## src/hdl/prefetch_params.svh

```systemverilog
`ifndef PREFETCH_PARAMS_SVH
`define PREFETCH_PARAMS_SVH

////////////////////////////////////////////////////////////
// fetch port widths
////////////////////////////////////////////////////////////

// byte address of an instruction on the fetch port
`define PF_ADDR_W 32
// one instruction word as returned by the memory
`define PF_DATA_W 32

////////////////////////////////////////////////////////////
// buffering and sequencing
////////////////////////////////////////////////////////////

// entries in the instruction FIFO, never below 2
`define PF_FIFO_DEPTH 2
// address step between sequential words, also sets the cleared low bits
`define PF_INSTR_BYTES 4

`endif

```

## src/hdl/prefetch_pkg.sv

```systemverilog
`include "prefetch_params.svh"

package prefetch_pkg;

  ////////////////////////////////////////////////////////////
  // fetch stage state machine
  ////////////////////////////////////////////////////////////

  // WAIT_ABORTED covers a response that is still due after a redirect
  // WAIT_JUMP is left only by a branch once a protection fault was seen
  typedef enum logic [2:0] {
    IDLE,
    WAIT_GNT,
    WAIT_RVALID,
    WAIT_ABORTED,
    WAIT_JUMP
  } fetch_state_e;

  ////////////////////////////////////////////////////////////
  // bundles on the memory and core sides
  ////////////////////////////////////////////////////////////

  // request towards instruction memory, addr is held until the grant
  typedef struct packed {
    logic                  req;
    logic [`PF_ADDR_W-1:0] addr;
  } mem_req_t;

  // everything the memory sends back, err_pmp judges the driven address
  typedef struct packed {
    logic                  gnt;
    logic                  rvalid;
    logic                  err_pmp;
    logic [`PF_DATA_W-1:0] rdata;
  } mem_rsp_t;

  // redirect strobe from the core together with its target
  typedef struct packed {
    logic                  valid;
    logic [`PF_ADDR_W-1:0] addr;
  } branch_t;

  // instruction offered to the fetch stage of the core
  typedef struct packed {
    logic                  valid;
    logic [`PF_DATA_W-1:0] rdata;
  } instr_out_t;

endpackage

```

## src/hdl/fetch_fsm.sv

```systemverilog
`timescale 1ns/1ps
`include "prefetch_params.svh"

module fetch_fsm import prefetch_pkg::*; (
  input  logic       clk,
  input  logic       rst_n,
  input  logic       req_i,
  input  branch_t    branch_i,
  input  mem_rsp_t   mem_rsp_i,
  input  logic       space_avail_i,
  input  logic       out_valid_i,
  output mem_req_t   mem_req_o,
  output logic       rsp_keep_o,
  output logic       flush_o,
  output logic       fetch_failed_o,
  output logic       busy_o
);

  localparam int ADDR_W = `PF_ADDR_W;
  // number of low address bits that are always zero on the port
  localparam int LSB_W  = $clog2(`PF_INSTR_BYTES);

  fetch_state_e      state_q;
  fetch_state_e      state_d;
  logic [ADDR_W-1:0] addr_q;
  logic [ADDR_W-1:0] fetch_addr;
  logic [ADDR_W-1:0] branch_addr;
  logic              addr_valid;
  logic              issue;

  // clear the byte offset so only whole words are fetched
  function automatic logic [ADDR_W-1:0] word_align(input logic [ADDR_W-1:0] a);
    word_align = {a[ADDR_W-1:LSB_W], {LSB_W{1'b0}}};
  endfunction

  ////////////////////////////////////////////////////////////
  // address generation
  ////////////////////////////////////////////////////////////

  // next sequential word after the last address that was issued
  assign fetch_addr  = word_align(addr_q) + ADDR_W'(`PF_INSTR_BYTES);
  assign branch_addr = word_align(branch_i.addr);

  // every redirect empties the buffer stage in the same cycle
  assign flush_o = branch_i.valid;

  // the fsm counts as busy while anything is pending or being asked for
  assign busy_o = (state_q != IDLE) || mem_req_o.req;

  ////////////////////////////////////////////////////////////
  // request state machine
  ////////////////////////////////////////////////////////////

  always_comb begin
    state_d        = state_q;
    issue          = 1'b0;
    addr_valid     = 1'b0;
    rsp_keep_o     = 1'b0;
    fetch_failed_o = 1'b0;
    mem_req_o.req  = 1'b0;

    // a branch target always wins the address mux
    // otherwise a held request or a pending target keeps addr_q
    if (branch_i.valid) begin
      mem_req_o.addr = branch_addr;
    end else if (state_q == WAIT_GNT || state_q == WAIT_ABORTED) begin
      mem_req_o.addr = addr_q;
    end else begin
      mem_req_o.addr = fetch_addr;
    end

    case (state_q)
      // nothing outstanding, start as soon as there is room or a redirect
      IDLE: begin
        issue = req_i & (space_avail_i | branch_i.valid);
      end

      // the request stays up until the memory takes it
      WAIT_GNT: begin
        issue = 1'b1;
      end

      // one granted request is out and its response is due
      WAIT_RVALID: begin
        if (mem_rsp_i.rvalid) begin
          // a response landing together with a branch is already stale
          rsp_keep_o = ~branch_i.valid;
          issue      = req_i & (space_avail_i | branch_i.valid);
          if (!issue) begin
            state_d = IDLE;
          end
        end else if (branch_i.valid) begin
          // the old response is still on its way, so only remember the target
          addr_valid = 1'b1;
          state_d    = WAIT_ABORTED;
        end
      end

      // drop the stale response, then fetch the saved target
      WAIT_ABORTED: begin
        if (mem_rsp_i.rvalid) begin
          issue = 1'b1;
        end else if (branch_i.valid) begin
          // a second redirect just replaces the saved target
          addr_valid = 1'b1;
        end
      end

      // fetching stopped on a protection fault, only a branch restarts it
      WAIT_JUMP: begin
        fetch_failed_o = ~out_valid_i & ~branch_i.valid;
        issue          = branch_i.valid;
      end

      default: begin
        state_d = IDLE;
      end
    endcase

    // common issue path shared by all states
    // a faulting address is never put on the bus
    if (issue) begin
      if (mem_rsp_i.err_pmp) begin
        state_d = WAIT_JUMP;
      end else begin
        mem_req_o.req = 1'b1;
        addr_valid    = 1'b1;
        state_d       = mem_rsp_i.gnt ? WAIT_RVALID : WAIT_GNT;
      end
    end
  end

  ////////////////////////////////////////////////////////////
  // state and address registers
  ////////////////////////////////////////////////////////////

  always_ff @(posedge clk or negedge rst_n) begin
    if (!rst_n) begin
      state_q <= IDLE;
      addr_q  <= '0;
    end else begin
      state_q <= state_d;
      // addr_q follows whatever address was last driven with intent
      if (addr_valid) begin
        addr_q <= mem_req_o.addr;
      end
    end
  end

endmodule

```

## src/hdl/instr_buffer.sv

```systemverilog
`timescale 1ns/1ps
`include "prefetch_params.svh"

module instr_buffer import prefetch_pkg::*; (
  input  logic       clk,
  input  logic       rst_n,
  input  mem_rsp_t   mem_rsp_i,
  input  logic       rsp_keep_i,
  input  logic       flush_i,
  input  logic       ready_i,
  output instr_out_t instr_o,
  output logic       space_avail_o
);

  localparam int DEPTH  = `PF_FIFO_DEPTH;
  localparam int DATA_W = `PF_DATA_W;
  localparam int PTR_W  = $clog2(DEPTH);
  // usage needs one more code than the pointers to tell full from empty
  localparam int CNT_W  = $clog2(DEPTH + 1);

  logic [DATA_W-1:0] fifo_mem [DEPTH];
  logic [PTR_W-1:0]  wr_ptr;
  logic [PTR_W-1:0]  rd_ptr;
  logic [CNT_W-1:0]  usage;
  logic              fifo_empty;
  logic              push;
  logic              pop;

  // step a pointer around the ring, also for depths that are not a power of 2
  function automatic logic [PTR_W-1:0] ptr_next(input logic [PTR_W-1:0] p);
    ptr_next = (p == PTR_W'(DEPTH - 1)) ? '0 : p + 1'b1;
  endfunction

  ////////////////////////////////////////////////////////////
  // FIFO control
  ////////////////////////////////////////////////////////////

  assign fifo_empty = (usage == '0);

  // keep FIFO order, so a response only bypasses when nothing is queued
  assign push = rsp_keep_i & (~fifo_empty | ~ready_i);
  assign pop  = ~fifo_empty & ready_i & ~flush_i;

  // one slot stays free for the response that may still be in flight
  assign space_avail_o = (usage < CNT_W'(DEPTH - 1));

  always_ff @(posedge clk or negedge rst_n) begin
    if (!rst_n) begin
      wr_ptr <= '0;
      rd_ptr <= '0;
      usage  <= '0;
    end else if (flush_i) begin
      // flush beats a push in the same cycle
      wr_ptr <= '0;
      rd_ptr <= '0;
      usage  <= '0;
    end else begin
      if (push) begin
        wr_ptr <= ptr_next(wr_ptr);
      end
      if (pop) begin
        rd_ptr <= ptr_next(rd_ptr);
      end
      case ({push, pop})
        2'b10:   usage <= usage + 1'b1;
        2'b01:   usage <= usage - 1'b1;
        default: usage <= usage;
      endcase
    end
  end

  // payload storage
  always_ff @(posedge clk) begin
    if (push && !flush_i) begin
      fifo_mem[wr_ptr] <= mem_rsp_i.rdata;
    end
  end

  ////////////////////////////////////////////////////////////
  // output select
  ////////////////////////////////////////////////////////////

  always_comb begin
    if (!fifo_empty) begin
      instr_o.valid = 1'b1;
      instr_o.rdata = fifo_mem[rd_ptr];
    end else begin
      // empty FIFO, hand the live response straight to the core
      instr_o.valid = rsp_keep_i;
      instr_o.rdata = mem_rsp_i.rdata;
    end
    // nothing reaches the core in a redirect cycle
    if (flush_i) begin
      instr_o.valid = 1'b0;
    end
  end

endmodule

```

## src/hdl/prefetch_buffer.sv

```systemverilog
`timescale 1ns/1ps
`include "prefetch_params.svh"

module prefetch_buffer import prefetch_pkg::*; (
  input  logic                  clk,
  input  logic                  rst_n,
  input  logic                  req_i,
  input  logic                  branch_i,
  input  logic [`PF_ADDR_W-1:0] addr_i,
  input  logic                  ready_i,
  input  logic                  instr_gnt_i,
  input  logic [`PF_DATA_W-1:0] instr_rdata_i,
  input  logic                  instr_rvalid_i,
  input  logic                  instr_err_pmp_i,
  output logic                  valid_o,
  output logic [`PF_DATA_W-1:0] rdata_o,
  output logic                  instr_req_o,
  output logic [`PF_ADDR_W-1:0] instr_addr_o,
  output logic                  fetch_failed_o,
  output logic                  busy_o
);

  mem_req_t   mem_req;
  mem_rsp_t   mem_rsp;
  branch_t    branch;
  instr_out_t instr_out;
  logic       rsp_keep;
  logic       flush;
  logic       space_avail;

  ////////////////////////////////////////////////////////////
  // port packing
  ////////////////////////////////////////////////////////////

  assign branch.valid    = branch_i;
  assign branch.addr     = addr_i;
  assign mem_rsp.gnt     = instr_gnt_i;
  assign mem_rsp.rvalid  = instr_rvalid_i;
  assign mem_rsp.err_pmp = instr_err_pmp_i;
  assign mem_rsp.rdata   = instr_rdata_i;

  assign instr_req_o  = mem_req.req;
  assign instr_addr_o = mem_req.addr;
  assign valid_o      = instr_out.valid;
  assign rdata_o      = instr_out.rdata;

  // fetch stage talks to memory, buffer stage talks to the core
  fetch_fsm u_fetch_fsm (
    .clk            (clk),
    .rst_n          (rst_n),
    .req_i          (req_i),
    .branch_i       (branch),
    .mem_rsp_i      (mem_rsp),
    .space_avail_i  (space_avail),
    .out_valid_i    (instr_out.valid),
    .mem_req_o      (mem_req),
    .rsp_keep_o     (rsp_keep),
    .flush_o        (flush),
    .fetch_failed_o (fetch_failed_o),
    .busy_o         (busy_o)
  );

  instr_buffer u_instr_buffer (
    .clk           (clk),
    .rst_n         (rst_n),
    .mem_rsp_i     (mem_rsp),
    .rsp_keep_i    (rsp_keep),
    .flush_i       (flush),
    .ready_i       (ready_i),
    .instr_o       (instr_out),
    .space_avail_o (space_avail)
  );

endmodule

```

## config.mk

```make
export PLATFORM = sky130hd
export DESIGN_NAME = prefetch_buffer
export DESIGN_NICKNAME = d
export VERILOG_FILES = /design/src/hdl/prefetch_pkg.sv /design/src/hdl/fetch_fsm.sv /design/src/hdl/instr_buffer.sv /design/src/hdl/prefetch_buffer.sv
export VERILOG_INCLUDE_DIRS = /design/src /design/src/hdl
export SDC_FILE = /design/constraint.sdc
export NUM_CORES = 1
export LEC_CHECK = 0
export BUFFER_PORTS_ARGS = -buffer_cell sky130_fd_sc_hd__buf_4
export CORE_ASPECT_RATIO = 0.8
export CORE_MARGIN = 2
export CORE_UTILIZATION = 50
export CTS_CLUSTER_DIAMETER = 80
export DETAILED_ROUTE_END_ITERATION = 10
export GPL_TIMING_DRIVEN = 1
export PLACE_DENSITY = 0.76
export SLEW_MARGIN = 20
export SYNTH_ARGS = -nofsm -noshare
export SYNTH_HDL_FRONTEND = slang
export SYNTH_SLANG_ARGS = --single-unit
```

## constraint.sdc

```tcl
create_clock -name clk -period 9.4 [get_ports clk]
set_clock_uncertainty 0.05 [all_clocks]
set_input_delay 1.88 -clock clk [delete_from_list [all_inputs] [get_ports clk]]
set_output_delay 1.88 -clock clk [all_outputs]
set_load 0.01 [all_outputs]
```

# --- Word level (Yosys, flattened, before mapping) ---
# Memory sizes are Yosys's and may differ from the RTL's.
# Index checks and enable logic that the tools add are counted.
totals:
  output_inout_bits: 68
  ramBits: 64
  elab_cells: 79
  memories: 1
  input_bits: 72
  ff_bits: 39
  latchBits: 0
  rom_bits: 0
classes:
  n_eq_ne: 9
  n_reduce_logical: 13
  n_bitwise: 11
  shift: 0
  mul: 0
  addsub: 5
  muxes: 34
  magnitude_cmp: 1
  div_mod_pow: 0
mem_list:
  columns: ["memory", "words", "width", "read_ports", "rd_clocked_by_memory_dff", "wr", "line_no", "source"]
  rows:
  - ["u_instr_buffer.fifo_mem", 2, 32, 1, 0, 1, "instr_buffer.sv:21", "logic [DATA_W-1:0] fifo_mem [DEPTH];"]
op_table:
  columns: ["op", "n"]
  rows:
  - ["$mux W32", 2]
  - ["$mux W33", 1]
  - ["$add A32 B3 Y32 const B", 1]
  - ["$mux W1", 21]
  - ["$mux W3", 5]
  - ["$ne A4 B3 Y1 const B", 2]
  - ["$eq A3 B2 Y1 const B", 2]
  - ["$pmux W3 S2", 1]
  - ["$reduce_bool A3 Y1", 2]
  - ["$and A1 B1 Y1", 5]
  - ["$pmux W1 S5", 1]
  - ["$mux W2", 2]
  - ["$not A1 Y1", 4]
  - ["$pmux W2 S2", 1]
  - ["$reduce_bool A2 Y1", 2]
  - ["$reduce_or A4 Y1", 1]
  - ["$eq A3 B1 Y1 const B", 1]
  - ["$eq A3 B3 Y1 const B", 1]
  - ["$logic_not A3 Y1", 1]
  - ["$reduce_and A3 Y1", 1]
  - ["$add A1 B1 Y1 const B", 2]
  - ["$add A2 B1 Y2 const B", 1]
  - ["$eq A2 B1 Y1 const B", 1]
  - ["$eq A2 B2 Y1 const B", 1]
  - ["other kinds (9)", 11]

# --- Depth between registers and ports, before layout ---
# Gate-level depths: netlist of the first run.
depth:
  depth_word: 8
  ltp_mapped: 11

# --- Cells and area by module ---
# A second synthesis of the first run with hierarchy kept.
unflattened:
  cells_unflattened: 563
  area_unflattened_um2: 5848.1
by_module_without_submodules:
  columns: ["module", "area_each_um2", "cells_each", "seq_area_each_um2", "n_inst"]
  rows:
  - ["fetch_fsm", 2952.8, 364, 875.8, 1]
  - ["instr_buffer", 2895.3, 199, 2021.9, 1]

# --- Worst setup path before layout of the first run ---
# Ideal clock, no wire load.
synth_timing:
  path_kind: "input to register"
  startpoint: "input instr_rvalid_i"
  endpoint: "memory u_instr_buffer.fifo_mem[1][0] (netlist bit) (enable)"
  stages: 3
  slack_ps: 3771
  path_buffers: 0
  setup_time_ps: 468
  t_required_ps: 8882
  arrival_ps: 5111
  path_cell_list: "nor4bb_1 nand2_1 nor3b_1"
synth_between:
  elab_chain_cells: 6
synth_lines:
  columns: ["element", "line_no", "source"]
  rows:
  - ["start: declaration", "prefetch_buffer.sv:13", "input logic instr_rvalid_i,"]
  - ["$mux W1", "fetch_fsm.sv:85", "if (mem_rsp_i.rvalid) begin"]
  - ["$mux W1", "fetch_fsm.sv:72", "case (state_q)"]
  - ["$and A1 B1 Y1", "instr_buffer.sv:41", "assign push = rsp_keep_i & (~fifo_empty | ~ready_i);"]
  - ["$logic_and A1 B1 Y1", "instr_buffer.sv:74", "if (push && !flush_i) begin"]
  - ["$mux W1", "instr_buffer.sv:74", null]
  - ["$mux W1 (implied by the code)", "instr_buffer.sv:75", "fifo_mem[wr_ptr] <= mem_rsp_i.rdata;"]
  - ["end: declaration", "instr_buffer.sv:21", null]
# No other way between the ends.

# --- Worst setup path after layout of the first run ---
layout_timing:
  startpoint: "input branch_i"
  endpoint: "output instr_req_o"
layout_between:
  elab_chain_cells: 5
layout_lines:
  columns: ["element", "line_no", "source"]
  rows:
  - ["start: declaration", "prefetch_buffer.sv:8", "input logic branch_i,"]
  - ["$or A1 B1 Y1", "fetch_fsm.sv:75, fetch_fsm.sv:88", null]
  - ["$and A1 B1 Y1", "fetch_fsm.sv:75, fetch_fsm.sv:88", null]
  - ["$mux W1", "fetch_fsm.sv:85", null]
  - ["$pmux W1 S5 *", "fetch_fsm.sv:72", null]
  - ["$mux W1 *", "fetch_fsm.sv:122", "if (issue) begin"]
  - ["end: declaration", "prefetch_buffer.sv:17", "output logic instr_req_o,"]
# Every way passes the cells marked *; elsewhere a longest branch is shown, timed or not.

==> flow_summary.ini, run 1 <==
[run_status]
run_status = completed

[grt]
grt_start_max_net_pins = 91
antenna_found_initial = 0
first_global_vias = 4470
grt_pass1_wl_um = 21870
overflow = 0
track_usage = 0.2281

[worst_setup_path]
crit_type = primary input to output pin
path_cells = buf_4, o21ai_0, and2_1, or3_1, inv_2, buf_4
cp_max_fo = 90
cp-start-kind = primary input
end_kind = output pin
cp_data_arrival_time_ps = 4090
cp_common_cell = buf_4
max_stage_delay_ps = 610
slowest_stage = buf_4
crit_required_ps = 7470
cp.buffers_inverters = 3
critical_path.top_delay_family = buffers and inverters

[placed_design]
dp_hpwl_um = 9078
port_buffers = 137
dpl.cell_count = 805
place_congestion = 0.8856

[final_layout]
antenna_cells = 0
utilization = 0.6419
finalNetCount = 746
mostFrequentLayoutCells = buf_4, nand2_1, o21ai_0
layout-drive-gt1-share = 0.2600
layout_commonest_cell = buf_4
layout.cells.non_filler = 821
area_delta_synth_final_pct = 25.71

[detailed_routing]
drc = 0
drt_iter0_drc = 415
drt_first_pass_iters = 5
highest_layer = met4
wl_met1_um = 6092
met2_length_um = 6308
drtAntennaViolNets = 0
post_drt_wl_per_cell_um = 16.35
drt_wl_total_um = 13430
viasPerCell = 5.583
wl_met3_um = 917
vias = 4584

[sta]
maxSlewHeadroom = 0.3294
setup_violations = 0
report.final.slew_viol_count = 0
rsz0062_at_grt = false
fin_crit_sh = 0.6404
setup_tns_ps = 0
fin_crit_ps = 6020
worst_slew_pin_slew_ps = 1006
hold_viol = 0
fmax_ghz = 0.1661

[synth]
avgSynthCellArea_um2 = 9.998
syn_inst = 554
yosys.area.top_type = edfxtp_1
yosysWarnings = 0
synthesis.area_mm2 = 0.005539
syn_nets = 628
ys.flop_type = edfxtp_1
ys_types = 47
synth-seq-cells = 103
synth-edff-count = 64
async_flop_share = 0.3786
synth.area.top_cells = edfxtp_1, dfrtp_1, mux2i_1, nand2_1, o21ai_0
yosys.area.top_type_share = 0.3470
yosysSeqAreaShare = 0.5232

[die]
io_pins = 140
die_x_um = 121.7
die_h_um = 98.14
num_rows = 34
dieArea_mm2 = 0.01194
coreArea_mm2 = 0.01085
start_util = 0.5106

[hold_path]
hold_path_class = flop to flop

[clocking]
htreeDepth = 3
clockRootBuffer = clkbuf_16
ctsResizeCount = 0
cts_num_sinks = 103
cts_hold_repair.buffers = 0
cts_tree = yes
path_clk_slew_ps = 70
clock_path_buffers = 2
worstSkewPairLatency_ps = 340
numCtsBuffers = 9
cts_setup_buffers = 0

[job]
maxCapViolCount = 0

[power_and_ir_drop]
leakagePower_nw = 2.804
vdd_drop_max_uv = 156.3
cellPowerDensity_mw_per_mm2 = 268.1
-- per-stage QoR --
step / hold WS (ps) / instance area (um2) / power, mW / setup WS [ps]
2_1_floorplan: 405.8 / 5539 / 1.176 / 3771
3_3_place_gp: 427.2 / 6655 / 1.464 / 3458
3_5_place_dp: 433.2 / 6655 / 1.492 / 3408
4_1_cts: 456.2 / 6960 / 1.874 / 3408
5_1_grt: 465.6 / 6963 / 1.992 / 3189
6_report: 454.3 / 6963 / 1.867 / 3380
-- metal layers --
metal	vias up	global-route usage
met1	2158	0.3267
met5	-	0
li1	2250	-
met3	13	0.05491
met2	163	0.3535
met4	0	0.05305
-- registers in the layout, indices dropped and copies added (netlist names) --
name                     flops
u_instr_buffer.wr_ptr        1
u_instr_buffer.fifo_mem     64
u_fetch_fsm.addr_q          32
u_instr_buffer.rd_ptr        1
u_fetch_fsm.state_q          3
u_instr_buffer.usage         2
-- cell type report --
class                           count  area (um2)
Clock buffer                        9       225.2
Clock inverter                      7       80.08
Fill cell                         882        3885
Inverter                           11       41.29
Multi-Input combinational cell    406        2479
Sequential cell                   103        2899
Tap cell                          144       180.2
Timing Repair Buffer              141        1059
-- final timing paths --
path / from / end / slack, ps / cells past startpoint
min in group asynchronous: rst_n / u_fetch_fsm.addr_q[28]$_DFFE_PN0P_ / 1470 / 1
max: branch_i / instr_req_o / 3380 / 6
max in group asynchronous: rst_n / u_instr_buffer.rd_ptr$_DFFE_PN0P_ / 7430 / 1
min reg2reg: u_fetch_fsm.addr_q[1]$_DFFE_PN0P_ / u_fetch_fsm.addr_q[1]$_DFFE_PN0P_ / 450 / 1
min: u_fetch_fsm.addr_q[1]$_DFFE_PN0P_ / u_fetch_fsm.addr_q[1]$_DFFE_PN0P_ / 450 / 1
max reg2reg: u_instr_buffer.usage[1]$_DFFE_PN0P_ / u_fetch_fsm.addr_q[31]$_DFFE_PN0P_ / 6130 / 10
-- report_power, final --
| part | leakage (nW) | internal [mW] | switching (mW) | total, mW |
|---|---|---|---|---|
| Sequential | 1.04 | 0.561 | 0.143 | 0.703 |
| Clock | 0.141 | 0.210 | 0.169 | 0.379 |
| Combinational | 1.62 | 0.369 | 0.415 | 0.784 |
| Total | 2.80 | 1.14 | 0.728 | 1.87 |
-- cells in the mapped netlist, drive strengths merged, types with 6 or more instances --
| cell type | instances |
|---|---|
| a21o | 6 |
| nor2 | 32 |
| nor4 | 6 |
| dfrtp | 39 |
| xnor2 | 18 |
| clkbuf | 25 |
| mux2 | 6 |
| o22ai | 6 |
| edfxtp | 64 |
| buf | 9 |
| o21ai | 68 |
| nand2 | 91 |
| and3 | 12 |
| inv | 11 |
| nand4 | 6 |
| a21oi | 23 |
| nand3 | 16 |
| a311oi | 12 |
| nor3 | 12 |
| mux2i | 35 |
| xor2 | 15 |
-- kinds of logic after synthesis --
| group | synth area share |
|---|---|
| mux | 0.07545 |
| buf+inv | 0.03208 |
| flops | 0.5232 |
| fa+ha+maj | 0.004517 |
| xor+xnor | 0.05218 |
| simple gates | 0.1699 |
| compound gates | 0.1428 |
No activity file was read; power rests on OpenSTA's default activity.
==> inputs of run 2 (changes only) <==
Settings changed: ABC_AREA set to 1.
Clock period 9.4 ns to 6.3 ns, I/O delays scaled along.
==> run 2 against run 1 <==
- combinational power grew 40%
- register-to-register slack lost 3000 ps
- largest power group unchanged
- cell count grew 17%
- sequential power grew 37%
- die area grew 0.56%
- clock power grew 47%
- worst setup slack lost 1300 ps
- non-clock buffer count shrank 1
- global-route usage grew 0.78 points
- synthesized area grew 0.59%
- final area grew 0.22%
- first-iteration DRC count shrank 16%
==> flow_summary.ini, run 2 <==
[run_status]
run_status = completed

[placed_design]
port_buffers = 137
post-place-ws_ps = 2094
place_congestion = 0.8794
dp_hpwl_um = 9445

[worst_setup_path]
cp_data_arrival_time_ps = 2900
crit_required_ps = 4990
r2r_slack_ps = 3170
end_kind = output pin
regToRegStartpoint = u_instr_buffer.usage[0]$_DFFE_PN0P_
r2r-end = u_instr_buffer.usage[1]$_DFFE_PN0P_
crit_path_start = u_instr_buffer.usage[0]$_DFFE_PN0P_
critPathCapture = fetch_failed_o
crit_type = flop to output pin
cp_max_fo = 36
cp-start-kind = flop
reg2regPathDepth = 10

[detailed_routing]
drtAntennaViolNets = 0
drt_iter0_drc = 347
drc = 0
vias = 5101
post_drt_wl_per_cell_um = 14.47
viasPerCell = 5.325
drt_wl_total_um = 13860
drt_first_pass_iters = 6

[final_layout]
largestRegisters = u_instr_buffer.fifo_mem x64, u_fetch_fsm.addr_q x32, u_fetch_fsm.state_q x3
antenna_cells = 0
area_delta_synth_final_pct = 25.24
regArea_mm2 = 0.002898
layout-drive-gt1-share = 0.2285
mostFrequentLayoutCells = nand2_1, buf_4, nor2_1
n_fill_cell = 931
finalNetCount = 883
largest_register = u_instr_buffer.fifo_mem
multi_input_area_mm2 = 0.002340
largest_reg_flops = 64
layout_commonest_cell = nand2_1

[clocking]
clock_path_buffers = 2
cts_num_sinks = 103
clockRootBuffer = clkbuf_16
cts_tree = yes
path_clk_slew_ps = 80
cts_setup_buffers = 0
numCtsBuffers = 9
ctsResizeCount = 0
cts_hold_repair.buffers = 0
worstSkewPairLatency_ps = 340
htreeDepth = 3

[grt]
overflow = 0
grt_pass1_wl_um = 22690
track_usage = 0.2359
antenna_found_initial = 0
first_global_vias = 4934
grt_start_max_net_pins = 47

[synth]
synthesis.area_mm2 = 0.005572
ys.flop_type = edfxtp_1
async_flop_share = 0.3786
yosys-top-cells-count = nand2_1, nor2_1, a21oi_1, edfxtp_1
yosys.area.top_type = edfxtp_1
syn_inst = 685
synth-seq-cells = 103
avgSynthCellArea_um2 = 8.134
ys_types = 38
yosysWarnings = 0
synth-edff-count = 64
syn_nets = 759
synth.area.top_cells = edfxtp_1, dfrtp_1, nand2_1, a21oi_1, nor2_1
yosysMostFrequentCell = nand2_1
yosysSeqAreaShare = 0.5201
yosys.area.top_type_share = 0.3449

[sta]
worst_slew_pin_slew_ps = 1038
hold_viol = 0
maxSlewHeadroom = 0.3034
setup_tns_ps = 0
setup_ws_ps = 2087
report.final.slew_viol_count = 0
fmax_ghz = 0.2374
fin_crit_sh = 0.6687
rsz0062_at_grt = false
hold_slack_ps = 450.5
setup_violations = 0
fin_crit_ps = 4213

[power_and_ir_drop]
vdd_drop_max_uv = 350.0
leakagePower_nw = 3.109
cellPowerDensity_mw_per_mm2 = 374.7

[job]
maxCapViolCount = 0

[die]
dieArea_mm2 = 0.01201
num_rows = 34
start_util = 0.5136
die_h_um = 98.42
coreArea_mm2 = 0.01085
io_pins = 140
die_x_um = 122.0

[hold_path]
hold_path_class = flop to flop
-- run 2: cell types whose count changed after synthesis, moves of 35 or more --
| cell | delta |
|---|---|
| inv_1 | +38 |
| a21oi_1 | +47 |
| o21ai_0 | -49 |
| mux2i_1 | -35 |
| nor2_1 | +42 |
| nand2_1 | +120 |
-- run 2: power breakdown --
group | leakage [nW] | internal, mW | switching, mW | total (mW)
registers | 1.07 | 0.830 | 0.131 | 0.961
logic | 1.89 | 0.441 | 0.654 | 1.10
clock network | 0.150 | 0.285 | 0.273 | 0.558
total | 3.11 | 1.56 | 1.06 | 2.61
-- run 2: cell families after synthesis --
kind of cell | count (synthesis) | synth area share
AOI/OAI and AO/OA | 116 | 0.1094
xor gates and xnor gates | 6 | 0.009432
adders and majority gates | 2 | 0.004491
buffers and inverters | 81 | 0.06265
DFF | 103 | 0.5201
and+or+nand+nor | 377 | 0.2940
-- run 2: final cells by class --
class	instances	share of cell area
clock inverters	7	0.01094
clock buffers	9	0.03228
repair buffers	140	0.1506
multi-input cells	501	0.3353
flip-flops and latches	103	0.4153
well taps	144	0.02582
inverters	54	0.02977
-- run 2: worst min-delay path by stage --
stage                                              startpoint                                   to  slack [ps]  depth (start not counted)
after detailed placement    u_fetch_fsm.addr_q[0]$_DFFE_PN0P_    u_fetch_fsm.addr_q[0]$_DFFE_PN0P_         440                          2
after CTS                   u_fetch_fsm.addr_q[0]$_DFFE_PN0P_    u_fetch_fsm.addr_q[0]$_DFFE_PN0P_         450                          2
final                       u_fetch_fsm.addr_q[0]$_DFFE_PN0P_    u_fetch_fsm.addr_q[0]$_DFFE_PN0P_         450                          2
after global placement      u_fetch_fsm.addr_q[1]$_DFFE_PN0P_    u_fetch_fsm.addr_q[1]$_DFFE_PN0P_         430                          2
after global routing      u_instr_buffer.usage[1]$_DFFE_PN0P_  u_instr_buffer.usage[1]$_DFFE_PN0P_         490                          2
after floorplan           u_instr_buffer.usage[1]$_DFFE_PN0P_  u_instr_buffer.usage[1]$_DFFE_PN0P_         420                          2
-- run 2: metal layers --
metal,wire length [um],GRT usage,share of wire,up-vias
li1,-,-,-,2521
met1,6118,0.3213,0.44,2401
met2,6756,0.3885,0.49,164
met3,841,0.04861,0.061,15
met4,144,0.06012,0.010,0
met5,0,0,0,-
-- run 2: critical path: stages (launching register included) --
cell and delay [ps]:
dfrtp_1 360, inv_1 90, ha_1 160, buf_4 370, clkinv_1 930, nor3_1 450
buf_4 180
-- run 2: through the flow --
stage	power (mW)	util	area, um2	cells
final	2.614	0.6433	6978	958
after global routing	2.803	0.6433	6978	958
after CTS	2.628	0.6433	6978	958
after detailed placement	2.068	0.6155	6676	942
after global placement	2.040	0.6155	6676	942
after floorplan	1.653	-	5572	685
